==> src/source/ternary_cfg.svh <==
// Word and opcode sizes of the ternary ALU, included by the package and the RTL modules
`ifndef TERNARY_CFG_SVH
`define TERNARY_CFG_SVH

// Trits in one data word, two bits per trit
`define WORD_TRITS 9

// Trits in one opcode
`define OPCODE_TRITS 3

`endif

==> src/source/ternary_pkg.sv <==
// Shared trit, word, opcode and select types of the ternary ALU, imported by every module
`include "ternary_cfg.svh"

package ternary_pkg;

    // One balanced-ternary trit, 2-bit two's complement style code
    typedef logic [1:0] trit_t;

    // Trit 0 sits in bits [1:0]
    typedef logic [2*`WORD_TRITS-1:0] word_t;

    localparam trit_t TRIT_ZERO = 2'b00;
    localparam trit_t TRIT_POS  = 2'b01;
    localparam trit_t TRIT_NEG  = 2'b11;

    // Opcodes written as three trits, top trit first
    typedef enum logic [2*`OPCODE_TRITS-1:0] {
        OP_NOT  = 6'b00_00_01,
        OP_AND  = 6'b00_01_00,
        OP_ANDI = 6'b00_01_01,
        OP_OR   = 6'b00_01_11,
        OP_XOR  = 6'b00_11_00,
        OP_ADD  = 6'b01_00_00,
        OP_ADDI = 6'b01_00_01,
        OP_SUB  = 6'b01_00_11,
        OP_COMP = 6'b01_01_00,
        OP_LT   = 6'b01_01_01,
        OP_EQ   = 6'b01_01_11
    } opcode_t;

    typedef enum logic [1:0] {
        FN_NOT,
        FN_AND,
        FN_OR,
        FN_XOR
    } logic_fn_t;

    typedef enum logic [2:0] {
        SRC_LOGIC,
        SRC_ARITH,
        SRC_LT,
        SRC_EQ,
        SRC_PASS
    } res_src_t;

    // Trit negation, shared by the NOT table and the subtract path
    function automatic trit_t trit_neg(trit_t t);
        case (t)
            TRIT_POS: return TRIT_NEG;
            TRIT_NEG: return TRIT_POS;
            default:  return TRIT_ZERO;
        endcase
    endfunction

endpackage

==> src/source/alu_decode.sv <==
// Opcode decoder of the ternary ALU, gives the logic function, subtract and result selects
module alu_decode (
    input  ternary_pkg::opcode_t   opcode,
    input  logic                   alu_enable,
    output ternary_pkg::logic_fn_t logic_fn,
    output logic                   sub,
    output ternary_pkg::res_src_t  res_src,
    output logic                   load
);
    import ternary_pkg::*;

    always_comb begin
        logic_fn = FN_NOT;
        sub      = 1'b0;
        res_src  = SRC_PASS;
        case (opcode)
            OP_NOT: begin
                logic_fn = FN_NOT;
                res_src  = SRC_LOGIC;
            end
            // ANDI shares the AND path
            OP_AND, OP_ANDI: begin
                logic_fn = FN_AND;
                res_src  = SRC_LOGIC;
            end
            OP_OR: begin
                logic_fn = FN_OR;
                res_src  = SRC_LOGIC;
            end
            OP_XOR: begin
                logic_fn = FN_XOR;
                res_src  = SRC_LOGIC;
            end
            OP_ADD, OP_ADDI: begin
                res_src = SRC_ARITH;
            end
            OP_SUB: begin
                sub     = 1'b1;
                res_src = SRC_ARITH;
            end
            OP_LT:   res_src = SRC_LT;
            OP_EQ:   res_src = SRC_EQ;
            // COMP and unknown codes pass operand a through
            default: res_src = SRC_PASS;
        endcase
    end

    assign load = alu_enable;

endmodule

==> src/source/trit_logic_unit.sv <==
// Trit-wise NOT, AND, OR and XOR of two ternary words, selected by the decoder
`include "ternary_cfg.svh"

module trit_logic_unit (
    input  ternary_pkg::word_t     a,
    input  ternary_pkg::word_t     b,
    input  ternary_pkg::logic_fn_t logic_fn,
    output ternary_pkg::word_t     logic_result
);
    import ternary_pkg::*;

    // Minimum of two trits
    function automatic trit_t trit_and(trit_t x, trit_t y);
        case ({x, y})
            {TRIT_POS, TRIT_POS}: return TRIT_POS;
            {TRIT_NEG, TRIT_NEG}, {TRIT_NEG, TRIT_ZERO}, {TRIT_NEG, TRIT_POS},
            {TRIT_ZERO, TRIT_NEG}, {TRIT_POS, TRIT_NEG}: return TRIT_NEG;
            default: return TRIT_ZERO;
        endcase
    endfunction

    // Maximum of two trits
    function automatic trit_t trit_or(trit_t x, trit_t y);
        case ({x, y})
            {TRIT_NEG, TRIT_NEG}: return TRIT_NEG;
            {TRIT_POS, TRIT_POS}, {TRIT_POS, TRIT_ZERO}, {TRIT_POS, TRIT_NEG},
            {TRIT_ZERO, TRIT_POS}, {TRIT_NEG, TRIT_POS}: return TRIT_POS;
            default: return TRIT_ZERO;
        endcase
    endfunction

    // Zero passes the other trit, opposite signs cancel, equal non-zero gives -1
    function automatic trit_t trit_xor(trit_t x, trit_t y);
        case ({x, y})
            {TRIT_ZERO, TRIT_POS}, {TRIT_POS, TRIT_ZERO}: return TRIT_POS;
            {TRIT_ZERO, TRIT_NEG}, {TRIT_NEG, TRIT_ZERO},
            {TRIT_POS, TRIT_POS}, {TRIT_NEG, TRIT_NEG}: return TRIT_NEG;
            default: return TRIT_ZERO;
        endcase
    endfunction

    for (genvar i = 0; i < `WORD_TRITS; i++) begin : g_trit
        trit_t r;

        always_comb begin
            case (logic_fn)
                FN_NOT:  r = trit_neg(a[2*i +: 2]);
                FN_AND:  r = trit_and(a[2*i +: 2], b[2*i +: 2]);
                FN_OR:   r = trit_or(a[2*i +: 2], b[2*i +: 2]);
                default: r = trit_xor(a[2*i +: 2], b[2*i +: 2]);
            endcase
        end

        assign logic_result[2*i +: 2] = r;
    end

endmodule

==> src/source/ternary_adder.sv <==
// Balanced-ternary ripple adder of two words, subtracts by negating b, top carry dropped
`include "ternary_cfg.svh"

module ternary_adder (
    input  ternary_pkg::word_t a,
    input  ternary_pkg::word_t b,
    input  logic               sub,
    output ternary_pkg::word_t arith_result
);
    import ternary_pkg::*;

    // Sum and carry of three trits, returned as {carry, sum}
    function automatic logic [3:0] full_add(trit_t x, trit_t y, trit_t c);
        logic signed [2:0] total;
        // The trit code is a 2-bit signed value, so sign extension gives -1, 0 or +1
        total = $signed({x[1], x}) + $signed({y[1], y}) + $signed({c[1], c});
        case (total)
            -3:      return {TRIT_NEG, TRIT_ZERO};
            -2:      return {TRIT_NEG, TRIT_POS};
            -1:      return {TRIT_ZERO, TRIT_NEG};
            1:       return {TRIT_ZERO, TRIT_POS};
            2:       return {TRIT_POS, TRIT_NEG};
            3:       return {TRIT_POS, TRIT_ZERO};
            default: return {TRIT_ZERO, TRIT_ZERO};
        endcase
    endfunction

    always_comb begin
        trit_t carry;
        trit_t b_trit;
        trit_t sum_trit;
        carry = TRIT_ZERO;
        for (int i = 0; i < `WORD_TRITS; i++) begin
            b_trit = sub ? trit_neg(b[2*i +: 2]) : b[2*i +: 2];
            {carry, sum_trit} = full_add(a[2*i +: 2], b_trit, carry);
            arith_result[2*i +: 2] = sum_trit;
        end
    end

endmodule

==> src/source/ternary_compare.sv <==
// Less-than and equal flags of two ternary words, scanned from the top trit down
`include "ternary_cfg.svh"

module ternary_compare (
    input  ternary_pkg::word_t a,
    input  ternary_pkg::word_t b,
    output logic               lt,
    output logic               eq
);
    import ternary_pkg::*;

    // Order is -1 < 0 < +1
    function automatic logic trit_lt(trit_t x, trit_t y);
        return ((x == TRIT_NEG) && (y != TRIT_NEG)) ||
               ((x == TRIT_ZERO) && (y == TRIT_POS));
    endfunction

    always_comb begin
        logic  lt_c;
        logic  eq_c;
        trit_t ta;
        trit_t tb;
        lt_c = 1'b0;
        eq_c = 1'b1;
        for (int i = `WORD_TRITS - 1; i >= 0; i--) begin
            ta = a[2*i +: 2];
            tb = b[2*i +: 2];
            // First differing trit from the top decides the order
            lt_c = lt_c | (eq_c & trit_lt(ta, tb));
            eq_c = eq_c & (ta == tb);
        end
        lt = lt_c;
        eq = eq_c;
    end

endmodule

==> src/source/alu_result.sv <==
// Result mux and output register of the ternary ALU, loads when the decoder asserts load
`include "ternary_cfg.svh"

module alu_result (
    input  logic                  clk,
    input  logic                  rst_n,
    input  logic                  load,
    input  ternary_pkg::res_src_t res_src,
    input  ternary_pkg::word_t    a,
    input  ternary_pkg::word_t    logic_result,
    input  ternary_pkg::word_t    arith_result,
    input  logic                  lt,
    input  logic                  eq,
    output ternary_pkg::word_t    alu_out
);
    import ternary_pkg::*;

    word_t next_out;

    // Flag as +1 in trit 0, all other trits zero
    function automatic word_t flag_word(logic flag);
        return {{(`WORD_TRITS - 1){TRIT_ZERO}}, (flag ? TRIT_POS : TRIT_ZERO)};
    endfunction

    always_comb begin
        case (res_src)
            SRC_LOGIC: next_out = logic_result;
            SRC_ARITH: next_out = arith_result;
            SRC_LT:    next_out = flag_word(lt);
            SRC_EQ:    next_out = flag_word(eq);
            default:   next_out = a;
        endcase
    end

    // Holds its value while load is low
    always_ff @(posedge clk or negedge rst_n) begin
        if (!rst_n) begin
            alu_out <= '0;
        end else if (load) begin
            alu_out <= next_out;
        end
    end

endmodule

==> src/source/ternary_alu_top.sv <==
// Top level of the 9-trit ternary ALU, one registered result per enabled clock
module ternary_alu_top (
    input  logic                 clk,
    input  logic                 rst_n,
    input  logic                 alu_enable,
    input  ternary_pkg::opcode_t opcode,
    input  ternary_pkg::word_t   a,
    input  ternary_pkg::word_t   b,
    output ternary_pkg::word_t   alu_out
);
    import ternary_pkg::*;

    logic_fn_t logic_fn;
    logic      sub;
    res_src_t  res_src;
    logic      load;
    word_t     logic_result;
    word_t     arith_result;
    logic      lt;
    logic      eq;

    alu_decode decode_i (
        .opcode     (opcode),
        .alu_enable (alu_enable),
        .logic_fn   (logic_fn),
        .sub        (sub),
        .res_src    (res_src),
        .load       (load)
    );

    trit_logic_unit logic_i (
        .a            (a),
        .b            (b),
        .logic_fn     (logic_fn),
        .logic_result (logic_result)
    );

    ternary_adder adder_i (
        .a            (a),
        .b            (b),
        .sub          (sub),
        .arith_result (arith_result)
    );

    ternary_compare compare_i (
        .a  (a),
        .b  (b),
        .lt (lt),
        .eq (eq)
    );

    alu_result result_i (
        .clk          (clk),
        .rst_n        (rst_n),
        .load         (load),
        .res_src      (res_src),
        .a            (a),
        .logic_result (logic_result),
        .arith_result (arith_result),
        .lt           (lt),
        .eq           (eq),
        .alu_out      (alu_out)
    );

endmodule

==> config.mk <==
export PLATFORM = sky130hd
export DESIGN_NAME = ternary_alu_top
export DESIGN_NICKNAME = d
export VERILOG_FILES = /design/src/source/ternary_pkg.sv /design/src/source/alu_decode.sv /design/src/source/trit_logic_unit.sv /design/src/source/ternary_adder.sv /design/src/source/ternary_compare.sv /design/src/source/alu_result.sv /design/src/source/ternary_alu_top.sv
export VERILOG_INCLUDE_DIRS = /design/src /design/src/source
export SDC_FILE = /design/constraint.sdc
export NUM_CORES = 1
export LEC_CHECK = 0
export ABC_AREA = 1
export BUFFER_PORTS_ARGS = -buffer_cell sky130_fd_sc_hd__clkbuf_2
export CELL_PAD_IN_SITES_DETAIL_PLACEMENT = 1
export CELL_PAD_IN_SITES_GLOBAL_PLACEMENT = 1
export CORE_UTILIZATION = 40
export CTS_CLUSTER_DIAMETER = 60
export CTS_CLUSTER_SIZE = 12
export DETAILED_ROUTE_END_ITERATION = 7
export MAX_ROUTING_LAYER = met4
export PLACE_DENSITY_LB_ADDON = 0.1
export SYNTH_ARGS = -nofsm -noshare
export SYNTH_HDL_FRONTEND = slang
export SYNTH_SLANG_ARGS = --single-unit
==> constraint.sdc <==
create_clock -name clk -period 1.1 [get_ports clk]
set_input_delay 0.22 -clock clk [delete_from_list [all_inputs] [get_ports clk]]
set_output_delay 0.22 -clock clk [all_outputs]
set_load 0.02 [all_outputs]
==> results.sh, run 1 <==
export IMPL_cts_sinks=18
export IMPL_cts_resized=51
export IMPL_cts_inserted_buffers=3
export IMPL_seq_area_frac_synth_pct=11.3
export IMPL_cts_setup_buffers=28
export IMPL_yosysTopAreaCell="nand2_1"
export IMPL_stop_stage="clock tree synthesis (4_1_cts)"
export IMPL_yosysMostFrequentCell="nand2_1"
export IMPL_rows=36
export IMPL_cts_hold_buf=1
export IMPL_ys_top_cells_by_area="nand2_1, dfrtp_1, inv_1"
export IMPL_outcome="aborted with a tool error"
export IMPL_dp_hpwl_um=17200
export IMPL_ios=63
export IMPL_synth_warnings=0
export IMPL_error_line="[ERROR DPL-0033] detailed placement checks failed during check placement."
export IMPL_die_h_um=102
export IMPL_yosys_top_cells_count="nand2_1, inv_1, nor2_1, o21ai_0, nand3_1"
export IMPL_synth_ff_type="dfrtp_1"
export IMPL_synth_nets=785
export IMPL_initial_utilization_pct=41.0
export IMPL_cts_root_buf="clkbuf_8"
export IMPL_synth_edff_count=0
export IMPL_dp_cells=1079
export IMPL_syn_inst=708
export IMPL_fp_dieW_um=102
export IMPL_clockBufferDepth=2
export IMPL_netlist_area_sq_um=3990
export IMPL_postSynthAreaPerCell_sq_um=5.63
export IMPL_synthArstFlopShare_pct=100
export IMPL_htreeDepth=1
export IMPL_yosysTopAreaCellShare_pct=19.7
export IMPL_gp_congestion=0.962
export IMPL_numPortBuffers=62
export IMPL_synth_distinct_cells=39
export IMPL_synth_seq_cells=18
[cells by family after synthesis]
| group | after synthesis | share of synthesized area, % |
|---|---|---|
| AND/OR/NAND/NOR | 381 | 40.2 |
| AO/OA/AOI/OAI | 137 | 19.2 |
| buffers and inverters | 122 | 11.9 |
| adder cells (fa/ha/maj) | 32 | 13.4 |
| XOR/XNOR | 18 | 3.96 |
| flip-flops | 18 | 11.3 |
[stage by stage]
step / hold slack, ns / setup slack, ns / TNS (ns) / cell area [sq um] / utilization, %
2_1_floorplan: -0.0756 / -10.99 / -104.81 / 4080 / -
3_3_place_gp: 0.230 / -11.23 / -110.12 / 5960 / 61.3
3_5_place_dp: 0.232 / -12.28 / -121.87 / 5960 / 61.3
==> run 2, diff against run 1 <==
CELL_PAD_IN_SITES_DETAIL_PLACEMENT = not set   (was 1)
CELL_PAD_IN_SITES_GLOBAL_PLACEMENT = not set   (was 1)
CORE_UTILIZATION = 25   (was 40)
CTS_CLUSTER_DIAMETER = not set   (was 60)
CTS_CLUSTER_SIZE = not set   (was 12)
MAX_ROUTING_LAYER = not set   (was met4)
PLACE_DENSITY_LB_ADDON = 0.15   (was 0.1)
==> results.sh, run 2 <==
export IMPL_final_area_sq_um=7020
export IMPL_grt_pass1_vias=5372
export IMPL_synthArstFlopShare_pct=100
export IMPL_worst_pin_slew_ns=0.447
export IMPL_dr_first_iter_drc_count=260
export IMPL_clockBufferDepth=2
export IMPL_fin_crit_ns=12.29
export IMPL_finalSetupViolCount=18
export IMPL_reg2reg_to="result_i.alu_out[2]"
export IMPL_via_count=5418
export IMPL_worstSetupStartpointType="input port"
export IMPL_cts_inserted_buffers=3
export IMPL_dr_pass1_iters=6
export IMPL_worst_hold_path_type="input port to flip-flop"
export IMPL_vias_per_cell=4.47
export IMPL_yosysTopAreaCell="nand2_1"
export IMPL_top_register="result_i.alu_out"
export IMPL_outcome="finished with violations"
export IMPL_setup_ws_ns=-11.19
export IMPL_cts_root_buf="clkbuf_16"
export IMPL_final_cell_mix="buf_4, nand2_1, inv_1, nor2_1, clkbuf_2"
export IMPL_timing_fmax_ghz=0.0814
export IMPL_cpPeakStageDelay_ns=0.60
export IMPL_slew_viol_final=0
export IMPL_syn_inst=708
export IMPL_die_area_sq_um=16400
export IMPL_whs_endpoint="result_i.alu_out[16]"
export IMPL_drc=0
export IMPL_synth_distinct_cells=39
export IMPL_fp_dieW_um=128
export IMPL_failed_checks="negative setup slack"
export IMPL_min_from="alu_enable"
export IMPL_seq_area_frac_synth_pct=11.3
export IMPL_hold_depth=4
export IMPL_grt_overflow_total=0
export IMPL_rsz0062_at_grt="true"
export IMPL_cpMostUsedCell="inv_2"
export IMPL_slew_headroom_pct=69.9
export IMPL_r2r_start="result_i.alu_out[2]"
export IMPL_numPortBuffers=62
export IMPL_cts_tree="yes"
export IMPL_netlist_area_sq_um=3990
export IMPL_synth_edff_count=0
export IMPL_mostFrequentLayoutCell="buf_4"
export IMPL_finalClockSkew_ns=0
export IMPL_r2r_slack_ns=0.26
export IMPL_dpl_cell_area_sq_um=6160
export IMPL_fin_crit_sh_pct=1120
export IMPL_path_clk_slew_ns=0.07
export IMPL_grt_usage_pct=19.9
export IMPL_cap_violations=0
export IMPL_ys_top_cells_by_area="nand2_1, dfrtp_1, inv_1"
export IMPL_initial_utilization_pct=25.9
export IMPL_cts_sinks=18
export IMPL_layout_drive_gt1_share_pct=41.5
export IMPL_grt_pass1_wl_um=25800
export IMPL_synthToLayoutAreaGrowth_pct=76.0
export IMPL_yosysMostFrequentCell="nand2_1"
export IMPL_path_max_fanout=4
export IMPL_synth_seq_cells=18
export IMPL_cp_arrival_ns=12.44
export IMPL_end_kind="flip-flop"
export IMPL_worst_path_max_delay_cell="fa_2"
export IMPL_rr_worst_depth=3
export IMPL_top_regs="result_i.alu_out: 18 flops"
export IMPL_synth_nets=785
export IMPL_postSynthAreaPerCell_sq_um=5.63
export IMPL_finalHoldViolCount=0
export IMPL_synth_warnings=0
export IMPL_ant_nets=0
export IMPL_grt_max_degree=19
export IMPL_yosysTopAreaCellShare_pct=19.7
export IMPL_yosys_top_cells_count="nand2_1, inv_1, nor2_1, o21ai_0, nand3_1"
export IMPL_largest_reg_flops=18
export IMPL_antenna_found_initial=0
export IMPL_die_h_um=128
export IMPL_htreeDepth=1
export IMPL_dp_hpwl_um=11800
export IMPL_crit_type="input port to flip-flop"
export IMPL_final_nets=1080
export IMPL_insertedDiodeCount=0
export IMPL_core_sq_um=15400
export IMPL_synth_ff_type="dfrtp_1"
export IMPL_wl_um=15600
export IMPL_ios=63
export IMPL_clock_latency_ns=0.26
export IMPL_wire_per_inst_um=12.9
export IMPL_rows=45
export IMPL_gp_congestion=0.827
export IMPL_critPathRequiredTime_ns=1.25
-- run 2: cell counts after synthesis --
No cell type changed its count.
-- run 2: worst max-delay path, delay by kind of cell --
kind                     cells  cell delay (ns)
AND/OR/NAND/NOR             12             0.99
AO/OA/AOI/OAI               14             1.32
XOR/XNOR                    15             2.65
buffers and inverters       15             1.08
adder cells (fa/ha/maj)     17             6.17
-- run 2: stage by stage --
stage | TNS, ns | cells | utilization (%) | hold WS [ns] | setup WS, ns
floorplan | -104.81 | 708 | - | -0.0756 | -10.99
global placement | -110.91 | 1165 | 40.1 | 0.216 | -11.23
detailed placement | -113.92 | 1165 | 40.1 | 0.213 | -11.59
CTS | -120.24 | 1232 | 44.8 | 0.381 | -11.21
global route | -121.98 | 1213 | 45.6 | 0.412 | -11.96
finish | -114.29 | 1213 | 45.6 | 0.375 | -11.19
-- run 2: worst max-delay path by stage --
stage	startpoint	end	cells past startpoint
after floorplan	opcode[5]	result_i.alu_out[16]	72
after global placement	opcode[5]	result_i.alu_out[16]	74
after detailed placement	opcode[5]	result_i.alu_out[16]	74
after CTS	opcode[5]	result_i.alu_out[17]	71
after global routing	opcode[3]	result_i.alu_out[17]	73
final	opcode[5]	result_i.alu_out[17]	73
-- run 2: cell type report --
class                   instances  area, sq um
flip-flops and latches         18          450
clock buffers                   4         88.8
well taps                     211          264
fillers                      1595         8360
repair buffers                303         2310
multi-input cells             568         3470
inverters                     109          429
-- run 2: cells by family (layout without fill, tap and decap cells) --
family	after synthesis	after routing	share of synthesized area (%)
DFF	18	18	11.3
and+or+nand+nor	381	381	40.2
buffers and inverters	122	416	11.9
AOI/OAI and AO/OA	137	137	19.2
adders and majority gates	32	32	13.4
xor gates and xnor gates	18	18	3.96
-- run 2: metal layers --
| metal | track usage, % | vias up | part of all wire [%] |
|---|---|---|---|
| li1 | - | 2878 | - |
| met1 | 26.3 | 2399 | 47 |
| met2 | 35.0 | 116 | 48 |
| met3 | 1.04 | 25 | 3.1 |
| met4 | 5.47 | 0 | 2.1 |
| met5 | 0 | - | 0 |
-- run 2: timing repair --
item,in CTS,in global routing
pin swaps,40,64
buffers inserted,62,12
cloned,0,0
hold buffers,1,0
endpoints found under the setup margin,18,18
hold endpoints to repair,18,0
resized for setup,44,68
Power of run 2 is left out: the tool's default activity adds up to more than one toggle a clock period on the data nets, which glitch-free logic cannot reach.
==> run 3, diff against run 2 <==
clock period = 12.7 ns   (was 1.1 ns; I/O delays follow)
==> results.sh, run 3 (same netlist as run 2, synthesis figures left out) <==
export IMPL_outcome="finished with violations"
export IMPL_failed_checks="negative setup slack"
export IMPL_wire_per_inst_um=13.5
export IMPL_startpoint="opcode[5]"
export IMPL_slew_viol_final=0
export IMPL_crit_buf_inv=16
export IMPL_finalSetupViolCount=4
export IMPL_slew_headroom_pct=47.1
export IMPL_vias_per_cell=4.66
export IMPL_fin_hold_ws_ns=0.487
export IMPL_grt_pass1_wl_um=23800
export IMPL_multi_input_area_sq_um=3310
export IMPL_numPortBuffers=62
export IMPL_ant_nets=0
export IMPL_grt_max_degree=21
export IMPL_fin_crit_sh_pct=114
export IMPL_cts_root_buf="clkbuf_16"
export IMPL_largest_reg_flops=18
export IMPL_dp_hpwl_um=10600
export IMPL_final_cell_mix="nand2_1, buf_4, inv_1, nor2_1, clkbuf_2"
export IMPL_ios=63
export IMPL_setup_ws_ns=-1.83
export IMPL_initial_utilization_pct=25.9
export IMPL_worstSetupPathDepth=73
export IMPL_path_max_fanout=4
export IMPL_cap_violations=0
export IMPL_gp_congestion=0.803
export IMPL_timing_fmax_ghz=0.0688
export IMPL_critPathRequiredTime_ns=12.85
export IMPL_cts_inserted_buffers=3
export IMPL_grt_pass1_vias=4711
export IMPL_final_nets=938
export IMPL_cpMostUsedCell="inv_1"
export IMPL_dr_pass1_iters=5
export IMPL_finalClockSkew_ns=0
export IMPL_cts_sinks=18
export IMPL_dr_first_iter_drc_count=328
export IMPL_cpPeakStageDelay_ns=0.60
export IMPL_htreeDepth=1
export IMPL_crit_type="input port to flip-flop"
export IMPL_top_regs="result_i.alu_out: 18 flops"
export IMPL_rr_worst_depth=3
export IMPL_cts_tree="yes"
export IMPL_drc=0
export IMPL_r2r_slack_ns=11.83
export IMPL_fin_crit_ns=14.53
export IMPL_core_sq_um=15400
export IMPL_finalHoldViolCount=0
export IMPL_wl_um=14500
export IMPL_r2r_start="result_i.alu_out[2]"
export IMPL_clockBufferDepth=2
export IMPL_via_count=4990
export IMPL_clock_latency_ns=0.26
export IMPL_insertedDiodeCount=0
export IMPL_ff_latch_area_sq_um=450
export IMPL_n_fill_cell=1710
export IMPL_worstSetupStartpointType="input port"
export IMPL_reg2reg_to="result_i.alu_out[2]"
export IMPL_die_h_um=128
export IMPL_synthToLayoutAreaGrowth_pct=42.0
export IMPL_fp_dieW_um=128
export IMPL_worst_path_max_delay_cell="fa_2"
export IMPL_top_register="result_i.alu_out"
export IMPL_antenna_found_initial=0
export IMPL_layout_drive_gt1_share_pct=28.1
export IMPL_worst_hold_path_type="flip-flop to flip-flop"
export IMPL_end_kind="flip-flop"
export IMPL_crit_family="adder cells"
export IMPL_crit_end="result_i.alu_out[17]"
export IMPL_mostFrequentLayoutCell="nand2_1"
export IMPL_rsz0062_at_grt="true"
export IMPL_grt_overflow_total=0
export IMPL_die_area_sq_um=16400
export IMPL_cp_arrival_ns=14.68
export IMPL_rows=45
export IMPL_path_clk_slew_ns=0.06
export IMPL_grt_usage_pct=18.4
export IMPL_worst_pin_slew_ns=0.793
==> run 3: worst min path at each step <==
stage / endpoint / slack, ns / depth (start not counted) / startpoint
6_report: result_i.alu_out[8] / 0.49 / 2 / result_i.alu_out[8]
5_1_grt: result_i.alu_out[8] / 0.51 / 2 / result_i.alu_out[8]
4_1_cts: result_i.alu_out[6] / 0.49 / 2 / result_i.alu_out[6]
3_5_place_dp: result_i.alu_out[6] / 0.47 / 2 / result_i.alu_out[6]
3_3_place_gp: result_i.alu_out[14] / 0.47 / 2 / result_i.alu_out[14]
2_1_floorplan: result_i.alu_out[0] / 0.59 / 2 / result_i.alu_out[0]
==> run 3: routing by layer <==
| layer | wire (um) | vias to the layer above | global-route usage (%) |
|---|---|---|---|
| met5 | 0 | - | 0 |
| met2 | 6780 | 107 | 30.8 |
| met1 | 6840 | 2275 | 24.8 |
| met4 | 135 | 0 | 3.74 |
| met3 | 701 | 12 | 2.67 |
| li1 | - | 2596 | - |
==> run 3: layout make-up <==
cell class | count | area share (%)
sequential | 18 | 7.96
tap | 211 | 4.66
clock buffer | 3 | 1.33
timing repair buffer | 161 | 19.9
inverter | 109 | 7.58
multi-input combinational | 568 | 58.5
==> run 3: what timing repair did <==
action,in CTS,in global routing
pin swaps,10,30
gates resized for setup,30,38
buffers inserted,52,9
setup endpoints to repair,4,8
hold buffers,0,0
==> run 3: worst reg2reg max path, stage by stage (launching register included) <==
cell and delay, ns:
dfrtp_1 0.39, or2_2 0.27, nand2_1 0.07, inv_1 0.03
==> run 3: metrics by stage <==
stage               instance area (sq um)  setup WS (ns)  utilization (%)  setup TNS [ns]  std cells
floorplan                            4080          -1.71                -           -3.92        708
global placement                     5050          -1.98             32.9           -5.32       1030
detailed placement                   5050          -2.20             32.9           -6.09       1030
CTS                                  5620          -1.67             36.5           -7.48       1084
global route                         5660          -2.64             36.8           -8.11       1070
finish                               5660          -1.83             36.8           -5.00       1070
Power of run 3 is left out for the same reason.
==> run 4, diff against run 3 <==
CAP_MARGIN = 20   (was not set)
clock period = 11.8 ns   (was 12.7 ns; I/O delays follow)
==> results.sh, run 4 (same netlist as run 2, synthesis figures left out) <==
export IMPL_crit_type="input port to flip-flop"
export IMPL_ios=63
export IMPL_clock_latency_ns=0.26
export IMPL_slew_headroom_pct=41.8
export IMPL_outcome="finished with violations"
export IMPL_wire_per_inst_um=14.0
export IMPL_min_from="result_i.alu_out[6]"
export IMPL_clockBufferDepth=2
export IMPL_top_register="result_i.alu_out"
export IMPL_gp_congestion=0.800
export IMPL_dr_pass1_iters=5
export IMPL_insertedDiodeCount=0
export IMPL_vias_per_cell=4.66
export IMPL_cts_tree="yes"
export IMPL_initial_utilization_pct=25.9
export IMPL_rows=45
export IMPL_whs_endpoint="result_i.alu_out[6]"
export IMPL_cpPeakStageDelay_ns=0.60
export IMPL_die_area_sq_um=16400
export IMPL_failed_checks="negative setup slack"
export IMPL_reg2reg_to="result_i.alu_out[2]"
export IMPL_worst_hold_path_type="flip-flop to flip-flop"
export IMPL_timing_fmax_ghz=0.0689
export IMPL_dp_hpwl_um=10700
export IMPL_cap_violations=0
export IMPL_multi_input_area_sq_um=3330
export IMPL_critPathRequiredTime_ns=11.94
export IMPL_wl_um=15400
export IMPL_path_max_fanout=4
export IMPL_finalSetupViolCount=8
export IMPL_largest_reg_flops=18
export IMPL_drc=0
export IMPL_cts_sinks=18
export IMPL_top_regs="result_i.alu_out: 18 flops"
export IMPL_slew_viol_final=0
export IMPL_dr_first_iter_drc_count=305
export IMPL_rr_worst_depth=3
export IMPL_cp_arrival_ns=14.65
export IMPL_worst_path_max_delay_cell="fa_2"
export IMPL_r2r_start="result_i.alu_out[2]"
export IMPL_final_cell_mix="nand2_1, buf_4, inv_1, nor2_1, clkbuf_2"
export IMPL_antenna_found_initial=0
export IMPL_grt_pass1_wl_um=24000
export IMPL_end_kind="flip-flop"
export IMPL_cts_inserted_buffers=3
export IMPL_fin_crit_ns=14.51
export IMPL_dpl_cell_area_sq_um=5090
export IMPL_final_nets=966
export IMPL_dp_cells=1035
export IMPL_die_h_um=128
export IMPL_n_fill_cell=1682
export IMPL_r2r_slack_ns=10.94
export IMPL_cpMostUsedCell="xor2_1"
export IMPL_rsz0062_at_grt="true"
export IMPL_fp_dieW_um=128
export IMPL_startpoint="opcode[5]"
export IMPL_path_clk_slew_ns=0.06
export IMPL_fin_crit_sh_pct=123
export IMPL_layout_drive_gt1_share_pct=31.0
export IMPL_via_count=5118
export IMPL_core_sq_um=15400
export IMPL_hold_depth=2
export IMPL_cts_root_buf="clkbuf_16"
export IMPL_setup_ws_ns=-2.71
export IMPL_mostFrequentLayoutCell="nand2_1"
export IMPL_finalClockSkew_ns=0
export IMPL_grt_usage_pct=18.4
export IMPL_grt_overflow_total=0
export IMPL_grt_pass1_vias=4900
export IMPL_finalNonFillerCells=1098
export IMPL_grt_max_degree=21
export IMPL_worst_pin_slew_ns=0.866
export IMPL_htreeDepth=1
export IMPL_worstSetupStartpointType="input port"
export IMPL_post_route_util_pct=38.9
export IMPL_final_area_sq_um=5980
export IMPL_numPortBuffers=62
export IMPL_ant_nets=0
export IMPL_ff_latch_area_sq_um=450
export IMPL_finalHoldViolCount=0
export IMPL_synthToLayoutAreaGrowth_pct=50.2
-- run 4: cell types whose count changed in the layout (fill, tap and decap cells not counted), moves of 3 or more --
cell,delta
o21ai_1,-3
o21ai_2,+3
buf_6,+29
nor2_1,-3
-- run 4: critical path: cells and delay by family --
kind | cells | cell delay [ns]
adder cells (fa/ha/maj) | 17 | 6.31
XOR/XNOR | 15 | 2.62
AO/OA/AOI/OAI | 14 | 1.26
buffers and inverters | 15 | 1.10
AND/OR/NAND/NOR | 12 | 0.99
-- run 4: final cells by class --
type | instances | area share (%)
repair buffers | 189 | 24.0
inverters | 109 | 7.17
well taps | 211 | 4.41
flip-flops and latches | 18 | 7.53
clock buffers | 3 | 1.25
multi-input cells | 568 | 55.7
-- run 4: layer usage --
metal / global-route usage [%] / up-vias / share of wire [%]
met5: 0 / - / 0
met2: 31.4 / 156 / 47
met1: 24.9 / 2298 / 45
met3: 2.00 / 23 / 5.9
li1: - / 2641 / -
met4: 3.25 / 0 / 2.2
-- run 4: how the worst max path moves through the flow --
| stage | end | slack (ns) | cells past startpoint |
|---|---|---|---|
| after floorplan | result_i.alu_out[16] | -2.43 | 72 |
| after global routing | result_i.alu_out[17] | -3.59 | 77 |
| final | result_i.alu_out[16] | -2.71 | 73 |
| after detailed placement | result_i.alu_out[16] | -2.97 | 75 |
| after global placement | result_i.alu_out[16] | -2.68 | 78 |
| after CTS | result_i.alu_out[16] | -2.43 | 75 |
-- run 4: through the flow --
stage	hold slack, ns	setup TNS (ns)	setup WS [ns]
final	0.479	-13.52	-2.71
after global routing	0.532	-18.89	-3.59
after CTS	0.491	-11.86	-2.43
after detailed placement	0.476	-10.10	-2.97
after global placement	0.470	-8.56	-2.68
after floorplan	0.591	-6.80	-2.43
-- run 4: timing repair --
action | CTS | global route
buffers inserted | 47 | 45
gates cloned | 0 | 0
hold buffers | 0 | 0
gates resized for setup | 17 | 85
hold endpoints to repair | 0 | 0
endpoints found under the setup margin | 6 | 8
pin swaps | 14 | 37
Power of run 4 is left out for the same reason.
